File: config.mk
export PLATFORM = sky130hd
export DESIGN_NAME = message_table
export DESIGN_NICKNAME = d
export VERILOG_FILES = /design/src/chiplet_types_pkg.sv /design/src/message_table.sv
export SDC_FILE = /design/constraint.sdc
export NUM_CORES = 1
export LEC_CHECK = 0
export ABC_AREA = 1
export CAP_MARGIN = 20
export CORE_ASPECT_RATIO = 1.4
export CORE_MARGIN = 1.5
export CORE_UTILIZATION = 35
export DETAILED_ROUTE_END_ITERATION = 10
export DONT_BUFFER_PORTS = 1
export GPL_TIMING_DRIVEN = 0
export SYNTH_ARGS = -nofsm -noshare
export SYNTH_HDL_FRONTEND = slang
export SYNTH_SLANG_ARGS = --single-unit
File: constraint.sdc
create_clock -name clk -period 3.22 [get_ports clk]
set_input_delay 0.483 -clock clk [delete_from_list [all_inputs] [get_ports clk]]
set_output_delay 0.483 -clock clk [all_outputs]
set_load 0.02 [all_outputs]
File: src/chiplet_types_pkg.sv
package chiplet_types_pkg;

    //////////////////////////////////////////////////////////////////////
    // sizes and identity
    //////////////////////////////////////////////////////////////////////

    localparam int NUM_MSGS  = 4;
    localparam int MSG_IDX_W = $clog2(NUM_MSGS);
    localparam int BUF_WORDS = 128;
    localparam int BUF_AW    = 7;
    localparam int BUF_BYTES = BUF_WORDS * 4;

    localparam logic [3:0] NODE_ID = 4'd0;  // fixed source id.

    //////////////////////////////////////////////////////////////////////
    // host address map, byte addresses
    //////////////////////////////////////////////////////////////////////

    localparam logic [15:0] START_BASE    = 16'h0000;
    localparam logic [15:0] SEND_ADDR     = 16'h1004;
    localparam logic [15:0] RX_COUNT_ADDR = 16'h1008;
    localparam logic [15:0] TX_BUF_BASE   = 16'h2000;
    localparam logic [15:0] RX_BUF_BASE   = 16'h3000;

    // packetizer state codes
    localparam logic [2:0] PK_IDLE      = 3'd0;
    localparam logic [2:0] PK_RD_HDR    = 3'd1;
    localparam logic [2:0] PK_SEND_HEAD = 3'd2;
    localparam logic [2:0] PK_RD_WORD   = 3'd3;
    localparam logic [2:0] PK_SEND_BODY = 3'd4;

    //////////////////////////////////////////////////////////////////////
    // flits
    //////////////////////////////////////////////////////////////////////

    typedef enum logic [1:0] {
        HEAD = 2'd0,
        BODY = 2'd1,
        TAIL = 2'd2
    } flit_kind_t;

    typedef struct packed {
        flit_kind_t           kind;
        logic [3:0]           dest;
        logic [3:0]           src;
        logic [MSG_IDX_W-1:0] msg_id;
        logic [7:0]           length;    // body flits that follow.
        logic [13:0]          reserved;
    } head_flit_t;

    typedef struct packed {
        flit_kind_t  kind;
        logic [31:0] payload;
    } data_flit_t;

    // same 34 bits, routing view or raw payload view
    typedef union packed {
        head_flit_t head;
        data_flit_t data;
    } flit_t;

    //////////////////////////////////////////////////////////////////////
    // host bus and internal requests
    //////////////////////////////////////////////////////////////////////

    typedef struct packed {
        logic        ren;
        logic        wen;
        logic [15:0] addr;
        logic [31:0] wdata;
    } host_req_t;

    typedef struct packed {
        logic [31:0] rdata;
        logic        rvalid;
        logic        error;
    } host_rsp_t;

    typedef struct packed {
        logic                 valid;
        logic [MSG_IDX_W-1:0] msg_id;
        logic [BUF_AW-1:0]    start;  // word address of the header.
    } send_req_t;

    typedef struct packed {
        logic              en;
        logic [BUF_AW-1:0] addr;
        logic [31:0]       data;
    } ram_wr_t;

    typedef struct packed {
        logic              en;
        logic [BUF_AW-1:0] addr;
    } ram_rd_t;

endpackage

File: src/message_table.sv
`timescale 1ns/1ps

module message_table (
    input  logic                                   clk,
    input  logic                                   n_rst,
    input  logic [chiplet_types_pkg::NUM_MSGS-1:0] trigger,
    input  logic [chiplet_types_pkg::NUM_MSGS-1:0][chiplet_types_pkg::BUF_AW-1:0] start_addrs,
    input  logic                                   take,
    output chiplet_types_pkg::send_req_t           offer
);
    import chiplet_types_pkg::*;

    logic [NUM_MSGS-1:0]  pending;
    logic [NUM_MSGS-1:0]  clear;
    logic                 pick_valid;
    logic [MSG_IDX_W-1:0] pick_id;

    always_comb begin
        clear = '0;
        if (take) begin
            clear[offer.msg_id] = 1'b1;
        end
    end

    // lowest pending slot wins.
    always_comb begin
        pick_valid = 1'b0;
        pick_id    = '0;
        for (int i = NUM_MSGS - 1; i >= 0; i--) begin
            if (pending[i]) begin
                pick_valid = 1'b1;
                pick_id    = MSG_IDX_W'(i);
            end
        end
    end

    // offer is refreshed each cycle until it is taken, so a lower slot
    // that arrives while the packetizer is busy still goes first
    always_ff @(posedge clk, negedge n_rst) begin
        if (!n_rst) begin
            pending <= '0;
            offer   <= '0;
        end else begin
            pending <= (pending & ~clear) | trigger;
            if (take) begin
                offer.valid <= 1'b0;
            end else begin
                offer <= '{valid: pick_valid, msg_id: pick_id, start: start_addrs[pick_id]};
            end
        end
    end

    take_on_offer_a: assert property (@(posedge clk) disable iff (!n_rst)
        take |-> offer.valid);

endmodule

==> out/metrics.json, run 1 <==
{
  "timing.critical_path.required_ns": 3.44,
  "dominantRegCellSynth": "sky130_fd_sc_hd__dfrtp_1",
  "gr-total-overflow": 0,
  "fin_setup_tns_ns": 0,
  "post-route-drc-count": 0,
  "outcome": "complete, no violations",
  "synth-simple-area-share": 0.405,
  "ys_warn_count": 0,
  "synth-async-reset-ratio": 1.00,
  "buffers_on_ports": 0,
  "synth.net_count": 175,
  "r2r.worst_path.cells": 7,
  "finalNetCount": 181,
  "synth.yosys.seq_area_share": 0.383,
  "initial_core_util": 0.374,
  "setup_repair_after_global_routing_missed_its_margin": "no",
  "grt_first_pass_wirelength_um": 3370,
  "multiplexer_share_of_the_synthesized_area": 0,
  "startpoint_kind_of_the_worst_setup_timing_path": "register",
  "synthXorXnorAreaFrac": 0,
  "wl_per_cell_um": 11.5,
  "synthesis.instances": 140,
  "peakVddDrop_mv": 0.150,
  "cts_repair_resize_count": 0,
  "setup_viol": 0,
  "total_of_hold_buffers_inserted_after_clock_tree_synthesis": 1,
  "maxSlewViolCount": 0,
  "netlist_cell_types": 17,
  "max_cap_violations": 0,
  "cts_htree_levels": 1,
  "synth_compound_gate_area_share": 0.0506,
  "hold_path_depth": 1,
  "fin_area_um2": 1000,
  "clock_insertion_delay_worst_skew_ns": 0.28,
  "postSynthAreaPerCell_um2": 6.53,
  "drt.antenna.violating_nets": 0,
  "clockRootBuffer": "sky130_fd_sc_hd__clkbuf_4",
  "first_iteration_detailed_routing_drc_count": 6,
  "num_io_pins": 45,
  "fin_crit_ns": 1.29,
  "ys_top_cells_by_area": "sky130_fd_sc_hd__dfrtp_1 (38%), sky130_fd_sc_hd__nand2_1 (19%), sky130_fd_sc_hd__nand3_1 (16%), sky130_fd_sc_hd__inv_1 (8.2%), sky130_fd_sc_hd__inv_2 (4.9%)",
  "first_global_vias": 819,
  "crit_path_end_kind": "register",
  "post-cts-setup-buffers": 0,
  "yosys_register_bits": 14,
  "cts.path.max_buffers": 2,
  "grt_antenna_before_repair": 0,
  "gp_congestion": 0.763,
  "grtUsageTotal": 0.155,
  "core_area_um2": 2440,
  "synth.cell_area_um2": 915,
  "cp.arrival_ns": 1.51,
  "static-leakage-power_nw": 0.587,
  "adder_and_majority_gate_portion_of_the_synthesized_area": 0,
  "antenna_cells_inserted": 0,
  "hold_violations": 0,
  "synthTopCellsByCount": "sky130_fd_sc_hd__nand2_1 (46), sky130_fd_sc_hd__nand3_1 (29), sky130_fd_sc_hd__inv_1 (20)",
  "drt_pass1_iterations": 3,
  "synth_enable_flop_cells": 0,
  "viasPerCell": 4.79,
  "synth_largest_type_area_fraction": 0.383,
  "tritoncts_buffer_count": 3,
  "floorplan.die_area_um2": 2930,
  "drive_above_1_share": 0.152,
  "timing.hold.worst.class": "input port to register",
  "clock_skew_ns": 0.000864,
  "grt_max_degree": 15,
  "clock_sink_count": 14,
  "worstPathMaxFanout": 8,
  "max_freq_ghz": 0.775,
  "post-dp-hpwl_um": 1680,
  "dieHeight_um": 63.5,
  "area_delta_synth_final_pct": 9.71,
  "synth_largest_area_cell": "sky130_fd_sc_hd__dfrtp_1",
  "wl_um": 2060,
  "floorplan.rows": 21,
  "placedInstanceArea_um2": 957,
  "dominant_combinational_cell_family_by_area_after_synthesis": "simple AND/OR/NAND/NOR gates",
  "post-synth-top-count-cell": "sky130_fd_sc_hd__nand2_1",
  "cts_tree": "done",
  "worst_case_headroom_to_the_max_slew_limit": 0.570,
  "period_share": 0.401,
  "power.density_nw_per_um2": 441,
  "critical_path_class": "register to register",
  "worst_pin_slew_ns": 0.643,
  "vias": 858,
  "path_clk_slew_ns": 0.08,
  "die_w_um": 46.2
}
worst max-delay path, cell delays in order, from the launching register on:
cell and delay [ns]:
sky130_fd_sc_hd__dfrtp_1 0.40, sky130_fd_sc_hd__nor2_1 0.21, sky130_fd_sc_hd__nor2_1 0.07, sky130_fd_sc_hd__nand2_1 0.24, sky130_fd_sc_hd__nand3_1 0.12, sky130_fd_sc_hd__nand2_1 0.08, sky130_fd_sc_hd__nand2_1 0.06, sky130_fd_sc_hd__nand2_1 0.05
per-stage QoR:
stage,std cells,power [mW],util,setup slack [ns],hold WS (ns)
floorplan,140,0.299,-,2.11,0.187
global placement,174,0.317,0.392,1.95,0.188
detailed placement,174,0.319,0.392,1.92,0.188
CTS,179,0.450,0.411,1.90,0.289
global route,179,0.471,0.411,1.77,0.290
finish,179,0.442,0.411,1.93,0.297
path summary, 6_finish.rpt:
check                                      from                   end  slack (ns)
hold / removal                       trigger[3]  pending[3]$_DFF_PN0_        0.30
max in group asynchronous                 n_rst  offer[1]$_DFFE_PN0N_        2.15
hold reg to reg            pending[3]$_DFF_PN0_  pending[3]$_DFF_PN0_        0.52
setup / recovery           pending[3]$_DFF_PN0_  offer[2]$_DFFE_PN0N_        1.93
setup reg to reg           pending[3]$_DFF_PN0_  offer[2]$_DFFE_PN0N_        1.93
min in group asynchronous                 n_rst  pending[1]$_DFF_PN0_        0.66
routing by layer:
metal	GRT usage	routed length, um
met1	0.179	827
met2	0.267	1050
met3	0.0258	139
met4	0.0643	34
met5	0	0
cells by family (layout without fill, tap and decap cells):
logic type,count (synthesis),count (layout)
AOI/OAI and AO/OA,7,7
and+or+nand+nor,83,83
buffers and inverters,36,41
DFF,14,14
flip-flops by register name (all words and copies together), names as in the netlist:
name,flops
offer,10
pending,4
where the power goes:
| group | internal [mW] | switching, mW |
|---|---|---|
| combinational | 0.0341 | 0.0555 |
| clock | 0.0688 | 0.0555 |
| sequential | 0.193 | 0.0350 |
| total | 0.296 | 0.146 |
layout make-up:
type                            count  area (um^2)
Buffer                              4         27.5
Clock buffer                        4         36.3
Fill cell                         259         1440
Inverter                           32          120
Multi-Input combinational cell     90          417
Sequential cell                    14          350
Tap cell                           34         42.5
Timing Repair Buffer                1         10.0
cells in the final DEF, fill, tap and decap left out, drive strengths merged:
cell type	count
nand2	48
inv	32
nand3	29
dfrtp	14
clkbuf	5
nor2	4
o21bai	3
buf	3
o21ai	2
nor3	2
a31oi	1
a21o	1
dlygate4sd3	1
(Power assumes the default switching activity.)
==> run 2: changes to the inputs <==
--- a/config.mk
+++ b/config.mk
@@ -5,7 +5,7 @@
 export SDC_FILE = /design/constraint.sdc
 export NUM_CORES = 1
 export LEC_CHECK = 0
-export ABC_AREA = 1
+export ABC_AREA = 0
 export CAP_MARGIN = 20
 export CORE_ASPECT_RATIO = 1.4
 export CORE_MARGIN = 1.5
==> constraint.sdc (replaced) <==
create_clock -name clk -period 1.29 [get_ports clk]
set_input_delay 0.1935 -clock clk [delete_from_list [all_inputs] [get_ports clk]]
set_output_delay 0.1935 -clock clk [all_outputs]
set_load 0.02 [all_outputs]
==> run 2 against run 1 <==
Effect of this change:
- the flow now finishes with violations (setup timing)
- non-clock buffer count increased by 10
- design area increased by 2.9%
- final cell count decreased by 38%
- maximum frequency decreased by 4.4%
- synthesized area decreased by 15%
- first-iteration DRC count increased to 5.7 times the previous value
- wire length increased by 6.0%
- critical path type unchanged
- critical endpoint is now offer[1]$_DFFE_PN0N_
- highest routed layer unchanged
==> out/metrics.json, run 2 <==
{
  "largest_reg_flops": 10,
  "hold_path_startpoint": "trigger[1]",
  "grtUsageTotal": 0.191,
  "power.density_nw_per_um2": 1080,
  "synth.net_count": 110,
  "violations": "setup timing",
  "max_freq_ghz": 0.741,
  "hold_violations": 0,
  "floorplan.rows": 20,
  "gr-total-overflow": 0,
  "drt.antenna.violating_nets": 0,
  "peakVddDrop_mv": 0.579,
  "worstPathMaxFanout": 8,
  "final_core_utilization": 0.485,
  "timing.critical_path.required_ns": 1.45,
  "synth.cell_area_um2": 777,
  "dominantRegCellSynth": "sky130_fd_sc_hd__dfrtp_1",
  "grt_max_degree": 15,
  "static-leakage-power_nw": 0.450,
  "fin_area_um2": 1030,
  "largest_register": "offer",
  "post-place-cells": 97,
  "cts_tree": "done",
  "critical_path_class": "register to register",
  "r2r_start": "pending[1]$_DFF_PN0_",
  "floorplan.die_area_um2": 2520,
  "synth-async-reset-ratio": 1.00,
  "reg_top3": "offer (10), pending (4)",
  "synth.yosys.seq_area_share": 0.451,
  "placedInstanceArea_um2": 805,
  "crit_path_end_kind": "register",
  "setup_viol": 7,
  "area_delta_synth_final_pct": 32.9,
  "path_clk_slew_ns": 0.10,
  "fin_total_pwr_mw": 1.11,
  "synth_enable_flop_cells": 0,
  "yosys_register_bits": 14,
  "ys_top_cells_by_area": "sky130_fd_sc_hd__dfrtp_1 (45%), sky130_fd_sc_hd__nor4bb_1 (9.0%), sky130_fd_sc_hd__o221ai_1 (7.9%), sky130_fd_sc_hd__a221oi_1 (6.8%), sky130_fd_sc_hd__nand2_1 (4.3%)",
  "outcome": "complete, but fails checks",
  "synthesis.instances": 75,
  "viasPerCell": 6.15,
  "clock_insertion_delay_worst_skew_ns": 0.29,
  "grt_first_pass_wirelength_um": 3570,
  "cp.arrival_ns": 1.51,
  "mostFrequentLayoutCells": "sky130_fd_sc_hd__dfrtp_1 (11), sky130_fd_sc_hd__nand2_1 (9), sky130_fd_sc_hd__inv_1 (8)",
  "post-synth-top-count-cell": "sky130_fd_sc_hd__dfrtp_1",
  "wl_per_cell_um": 19.6,
  "fin_setup_tns_ns": -0.225,
  "grt_antenna_before_repair": 0,
  "drt_pass1_iterations": 4,
  "fin_crit_ns": 1.35,
  "clock_skew_ns": 0.00684,
  "mostFrequentLayoutCell": "sky130_fd_sc_hd__dfrtp_1",
  "ys_warn_count": 0,
  "die_w_um": 42.8,
  "first_iteration_detailed_routing_drc_count": 34,
  "initial_core_util": 0.365,
  "worst_case_headroom_to_the_max_slew_limit": 0.556,
  "netlist_cell_types": 24,
  "synth_largest_type_area_fraction": 0.451,
  "period_share": 1.05,
  "critical_path.startpoint": "pending[1]$_DFF_PN0_",
  "wl_um": 2180,
  "post-dp-hpwl_um": 1530,
  "maxSlewViolCount": 0,
  "synth_largest_area_cell": "sky130_fd_sc_hd__dfrtp_1",
  "gp_congestion": 0.739,
  "vias": 683,
  "cts.path.max_buffers": 2,
  "startpoint_kind_of_the_worst_setup_timing_path": "register",
  "tritoncts_buffer_count": 3,
  "timing.hold.worst.class": "input port to register",
  "worst_slack_setup_final_ns": -0.0599,
  "buffers_on_ports": 0,
  "post-route-drc-count": 0,
  "first_global_vias": 801,
  "worst_pin_slew_ns": 0.665,
  "clockRootBuffer": "sky130_fd_sc_hd__clkbuf_4",
  "clock_sink_count": 14,
  "core_area_um2": 2130,
  "drive_above_1_share": 0.371,
  "final_cell_count_no_fill": 111,
  "synthTopCellsByCount": "sky130_fd_sc_hd__dfrtp_1 (14), sky130_fd_sc_hd__nand2_1 (9), sky130_fd_sc_hd__inv_1 (8)",
  "postSynthAreaPerCell_um2": 10.4,
  "setup_repair_after_global_routing_missed_its_margin": "yes",
  "cts_htree_levels": 1,
  "dieHeight_um": 58.8,
  "num_io_pins": 45,
  "finalNetCount": 125,
  "max_cap_violations": 0,
  "antenna_cells_inserted": 0
}
run 2: cell types whose count changed in the layout (fill, tap and decap cells not counted), sizes merged, moves of 3 or more:
cell / previous run / this run
a221oi: 0 / 7
dlygate4sd3: 1 / 4
buf: 3 / 9
nand2: 48 / 9
nand3: 29 / 1
inv: 32 / 8
nor4bb: 0 / 7
o221ai: 0 / 7
run 2: area by class of cell:
| cell class | instances | area [um^2] |
|---|---|---|
| plain buffers | 5 | 31.3 |
| flip-flops and latches | 14 | 354 |
| repair buffers | 10 | 85.1 |
| fillers | 187 | 1090 |
| clock buffers | 4 | 36.3 |
| multi-input cells | 48 | 468 |
| well taps | 22 | 27.5 |
| inverters | 8 | 30.0 |
run 2: kinds of logic after synthesis:
kind of cell / count (synthesis) / synth area share
buffers and inverters: 13 / 0.0709
AND/OR/NAND/NOR: 25 / 0.229
flip-flops: 14 / 0.451
AO/OA/AOI/OAI: 23 / 0.250
run 2: worst paths after layout:
path / cells after the start / end / slack (ns)
min reg2reg: 2 / offer[7]$_DFFE_PN0N_ / 0.64
max: 4 / offer[1]$_DFFE_PN0N_ / -0.06
max reg2reg: 4 / offer[1]$_DFFE_PN0N_ / -0.06
min: 1 / pending[1]$_DFF_PN0_ / 0.007
max in group asynchronous: 1 / offer[7]$_DFFE_PN0N_ / 0.47
min in group asynchronous: 1 / pending[2]$_DFF_PN0_ / 0.36
run 2: critical path: stages (launching register included):
cell                       delay [ns]
sky130_fd_sc_hd__dfrtp_2         0.46
sky130_fd_sc_hd__buf_6           0.16
sky130_fd_sc_hd__and2b_4         0.21
sky130_fd_sc_hd__a221oi_2        0.25
sky130_fd_sc_hd__o221ai_1        0.14
run 2: metrics by stage:
step | hold WS (ns) | worst slack, ns
final | 0.00727 | -0.0599
after global routing | 0.0112 | -0.121
after CTS | 0.00605 | -0.0320
after detailed placement | -0.102 | -0.127
after global placement | -0.102 | -0.0810
after floorplan | -0.102 | 0.0137
run 2: metal layers:
metal	vias to the layer above	wire, um	track usage
met5	-	0	0
met4	0	64	0.125
met3	7	148	0.0552
met2	27	1210	0.340
met1	335	761	0.190
li1	314	-	-
run 2: repair_timing:
item,in CTS,in global routing
endpoints found under the hold margin,17,0
hold buffers,4,0
buffers inserted,6,0
resized for setup,17,3
pin swaps,6,0
cloned,0,0
setup endpoints to repair,7,8
run 2: power breakdown:
part	internal, mW	leakage, nW	switching, mW
sequential	0.485	0.159	0.0902
clock	0.172	0.0210	0.164
combinational	0.101	0.270	0.0985
total	0.758	0.450	0.353
==> run 3: changes to the inputs <==
--- a/config.mk
+++ b/config.mk
@@ -7,7 +7,6 @@
 export LEC_CHECK = 0
 export ABC_AREA = 0
 export CAP_MARGIN = 20
-export CORE_ASPECT_RATIO = 1.4
 export CORE_MARGIN = 1.5
 export CORE_UTILIZATION = 35
 export DETAILED_ROUTE_END_ITERATION = 10
==> run 3 against run 2 <==
Effect of this change:
- the run still ends with setup timing left
- clock power fell by 25%
- design area up 5.5%
- core utilization rose by 5.3 points
- sequential cell count did not move
- hold slack better by 0.00076 ns
- wire length rose by 4.5%
- final cell count grew 4.5%
- clock-buffer cell count shrank 1
- combinational power increased by 15%
- sequential share of layout area fell by 1.7 points
- largest cell class unchanged
==> out/metrics.json, run 3 (synthesis gave the netlist of run 2 again) <==
{
  "first_global_vias": 704,
  "critical_path_class": "register to register",
  "post-route-drc-count": 0,
  "sequentialPowerShare": 0.545,
  "share_comb_of_total_power": 0.217,
  "worstPathMaxFanout": 7,
  "num_io_pins": 45,
  "final_core_utilization": 0.538,
  "timing.hold.worst.class": "input port to register",
  "timing.critical_path.cells": "buf_6, and2b_4, a221oi_2, o221ai_1",
  "largest_register": "offer",
  "grt_max_degree": 15,
  "dieHeight_um": 50.1,
  "internal-power_mw": 0.711,
  "grt_first_pass_wirelength_um": 3530,
  "first_iteration_detailed_routing_drc_count": 18,
  "path_clk_slew_ns": 0.09,
  "max_cap_violations": 0,
  "cp.arrival_ns": 1.46,
  "critical_path.slowest_cell": "sky130_fd_sc_hd__dfrtp_2",
  "drt.antenna.violating_nets": 0,
  "floorplan.rows": 16,
  "fin_crit_ns": 1.31,
  "power.share.clock": 0.238,
  "fin_setup_tns_ns": -0.0203,
  "post-dp-hpwl_um": 1450,
  "wl_um": 2280,
  "violations": "setup timing",
  "clockRootBuffer": "sky130_fd_sc_hd__clkbuf_4",
  "cts_htree_levels": 1,
  "largest_reg_flops": 10,
  "final_cell_count_no_fill": 116,
  "crit_path_end_kind": "register",
  "finalNetCount": 126,
  "cts.path.max_buffers": 2,
  "mostFrequentLayoutCell": "sky130_fd_sc_hd__dfrtp_1",
  "drive_above_1_share": 0.393,
  "cp.buffers_inverters": 1,
  "buffers_on_ports": 0,
  "gr-total-overflow": 0,
  "cp_slowest_stage_delay_ns": 0.45,
  "tritoncts_buffer_count": 3,
  "worst_slack_setup_final_ns": -0.0203,
  "timing.critical_path.required_ns": 1.44,
  "worst_path_dominant_cell_family": "flip-flops",
  "worst_pin_slew_ns": 0.678,
  "power.density_nw_per_um2": 970,
  "die_w_um": 50.1,
  "period_share": 1.02,
  "static-leakage-power_nw": 0.548,
  "setup_repair_after_global_routing_missed_its_margin": "yes",
  "clock_sink_count": 14,
  "max_freq_ghz": 0.763,
  "viasPerCell": 5.93,
  "floorplan.die_area_um2": 2510,
  "gp_congestion": 0.710,
  "clock_skew_ns": 0.0103,
  "mostFrequentLayoutCells": "sky130_fd_sc_hd__dfrtp_1 (10), sky130_fd_sc_hd__nand2_1 (9), sky130_fd_sc_hd__inv_1 (8)",
  "maxSlewViolCount": 0,
  "reg_top3": "offer (10), pending (4)",
  "outcome": "complete, but fails checks",
  "core_area_um2": 2020,
  "setup_viol": 1,
  "grt_antenna_before_repair": 0,
  "wl_per_cell_um": 19.6,
  "p_sw_frac": 0.327,
  "post-place-cells": 102,
  "startpoint_kind_of_the_worst_setup_timing_path": "register",
  "switching_power_mw": 0.345,
  "cts_tree": "done",
  "area_delta_synth_final_pct": 40.1,
  "antenna_cells_inserted": 0,
  "drt_pass1_iterations": 4,
  "hold_violations": 0,
  "fin_total_pwr_mw": 1.06,
  "clock_insertion_delay_worst_skew_ns": 0.28,
  "grtUsageTotal": 0.191,
  "worst_case_headroom_to_the_max_slew_limit": 0.546,
  "initial_core_util": 0.384,
  "vias": 688,
  "peakVddDrop_mv": 0.796,
  "preCtsSetupSlack_ns": -0.111
}
-- run 3: per-layer routing --
layer	global-route usage	vias to the layer above	routed length [um]
li1	-	320	-
met1	0.225	336	939
met2	0.325	30	1180
met3	0.0758	2	149
met4	0.0417	0	12
met5	0	-	0
-- run 3: area by class of cell --
cell class / instances / area, um^2
Clock buffer: 3 / 22.5
Sequential cell: 14 / 355
Fill cell: 189 / 933
Multi-Input combinational cell: 48 / 503
Buffer: 5 / 37.5
Tap cell: 27 / 33.8
Timing Repair Buffer: 11 / 106
Inverter: 8 / 30.0
-- run 3: final timing paths --
check                           slack, ns            startpoint              endpoint  depth (start not counted)
worst min-delay path                0.008            trigger[2]  pending[2]$_DFF_PN0_                          1
worst min register to register       0.64  offer[7]$_DFFE_PN0N_  offer[7]$_DFFE_PN0N_                          2
max in group asynchronous            0.42                 n_rst  offer[7]$_DFFE_PN0N_                          1
worst max-delay path                -0.02  pending[1]$_DFF_PN0_  offer[6]$_DFFE_PN0N_                          4
worst max register to register      -0.02  pending[1]$_DFF_PN0_  offer[6]$_DFFE_PN0N_                          4
min in group asynchronous            0.38                 n_rst  offer[1]$_DFFE_PN0N_                          1
-- run 3: timing repair --
action	4_1_cts	5_1_grt
resized for setup	17	12
hold buffers	3	0
pin swaps	6	2
setup endpoints to repair	7	8
gates cloned	0	0
setup buffers	6	2
endpoints found under the hold margin	16	0
-- run 3: stage by stage --
step                hold slack, ns  cell area, um^2
finish                     0.00802             1090
global route              0.000713             1090
CTS                       0.000273              998
detailed placement          -0.102              811
global placement            -0.102              811
floorplan                   -0.102              777
-- run 3: power by group through the flow --
stage	logic, mW	clock network, mW	registers (mW)
after floorplan	0.112	0	0.571
after global placement	0.132	0	0.580
after detailed placement	0.134	0	0.583
after CTS	0.188	0.257	0.575
after global routing	0.249	0.274	0.584
final	0.229	0.251	0.576
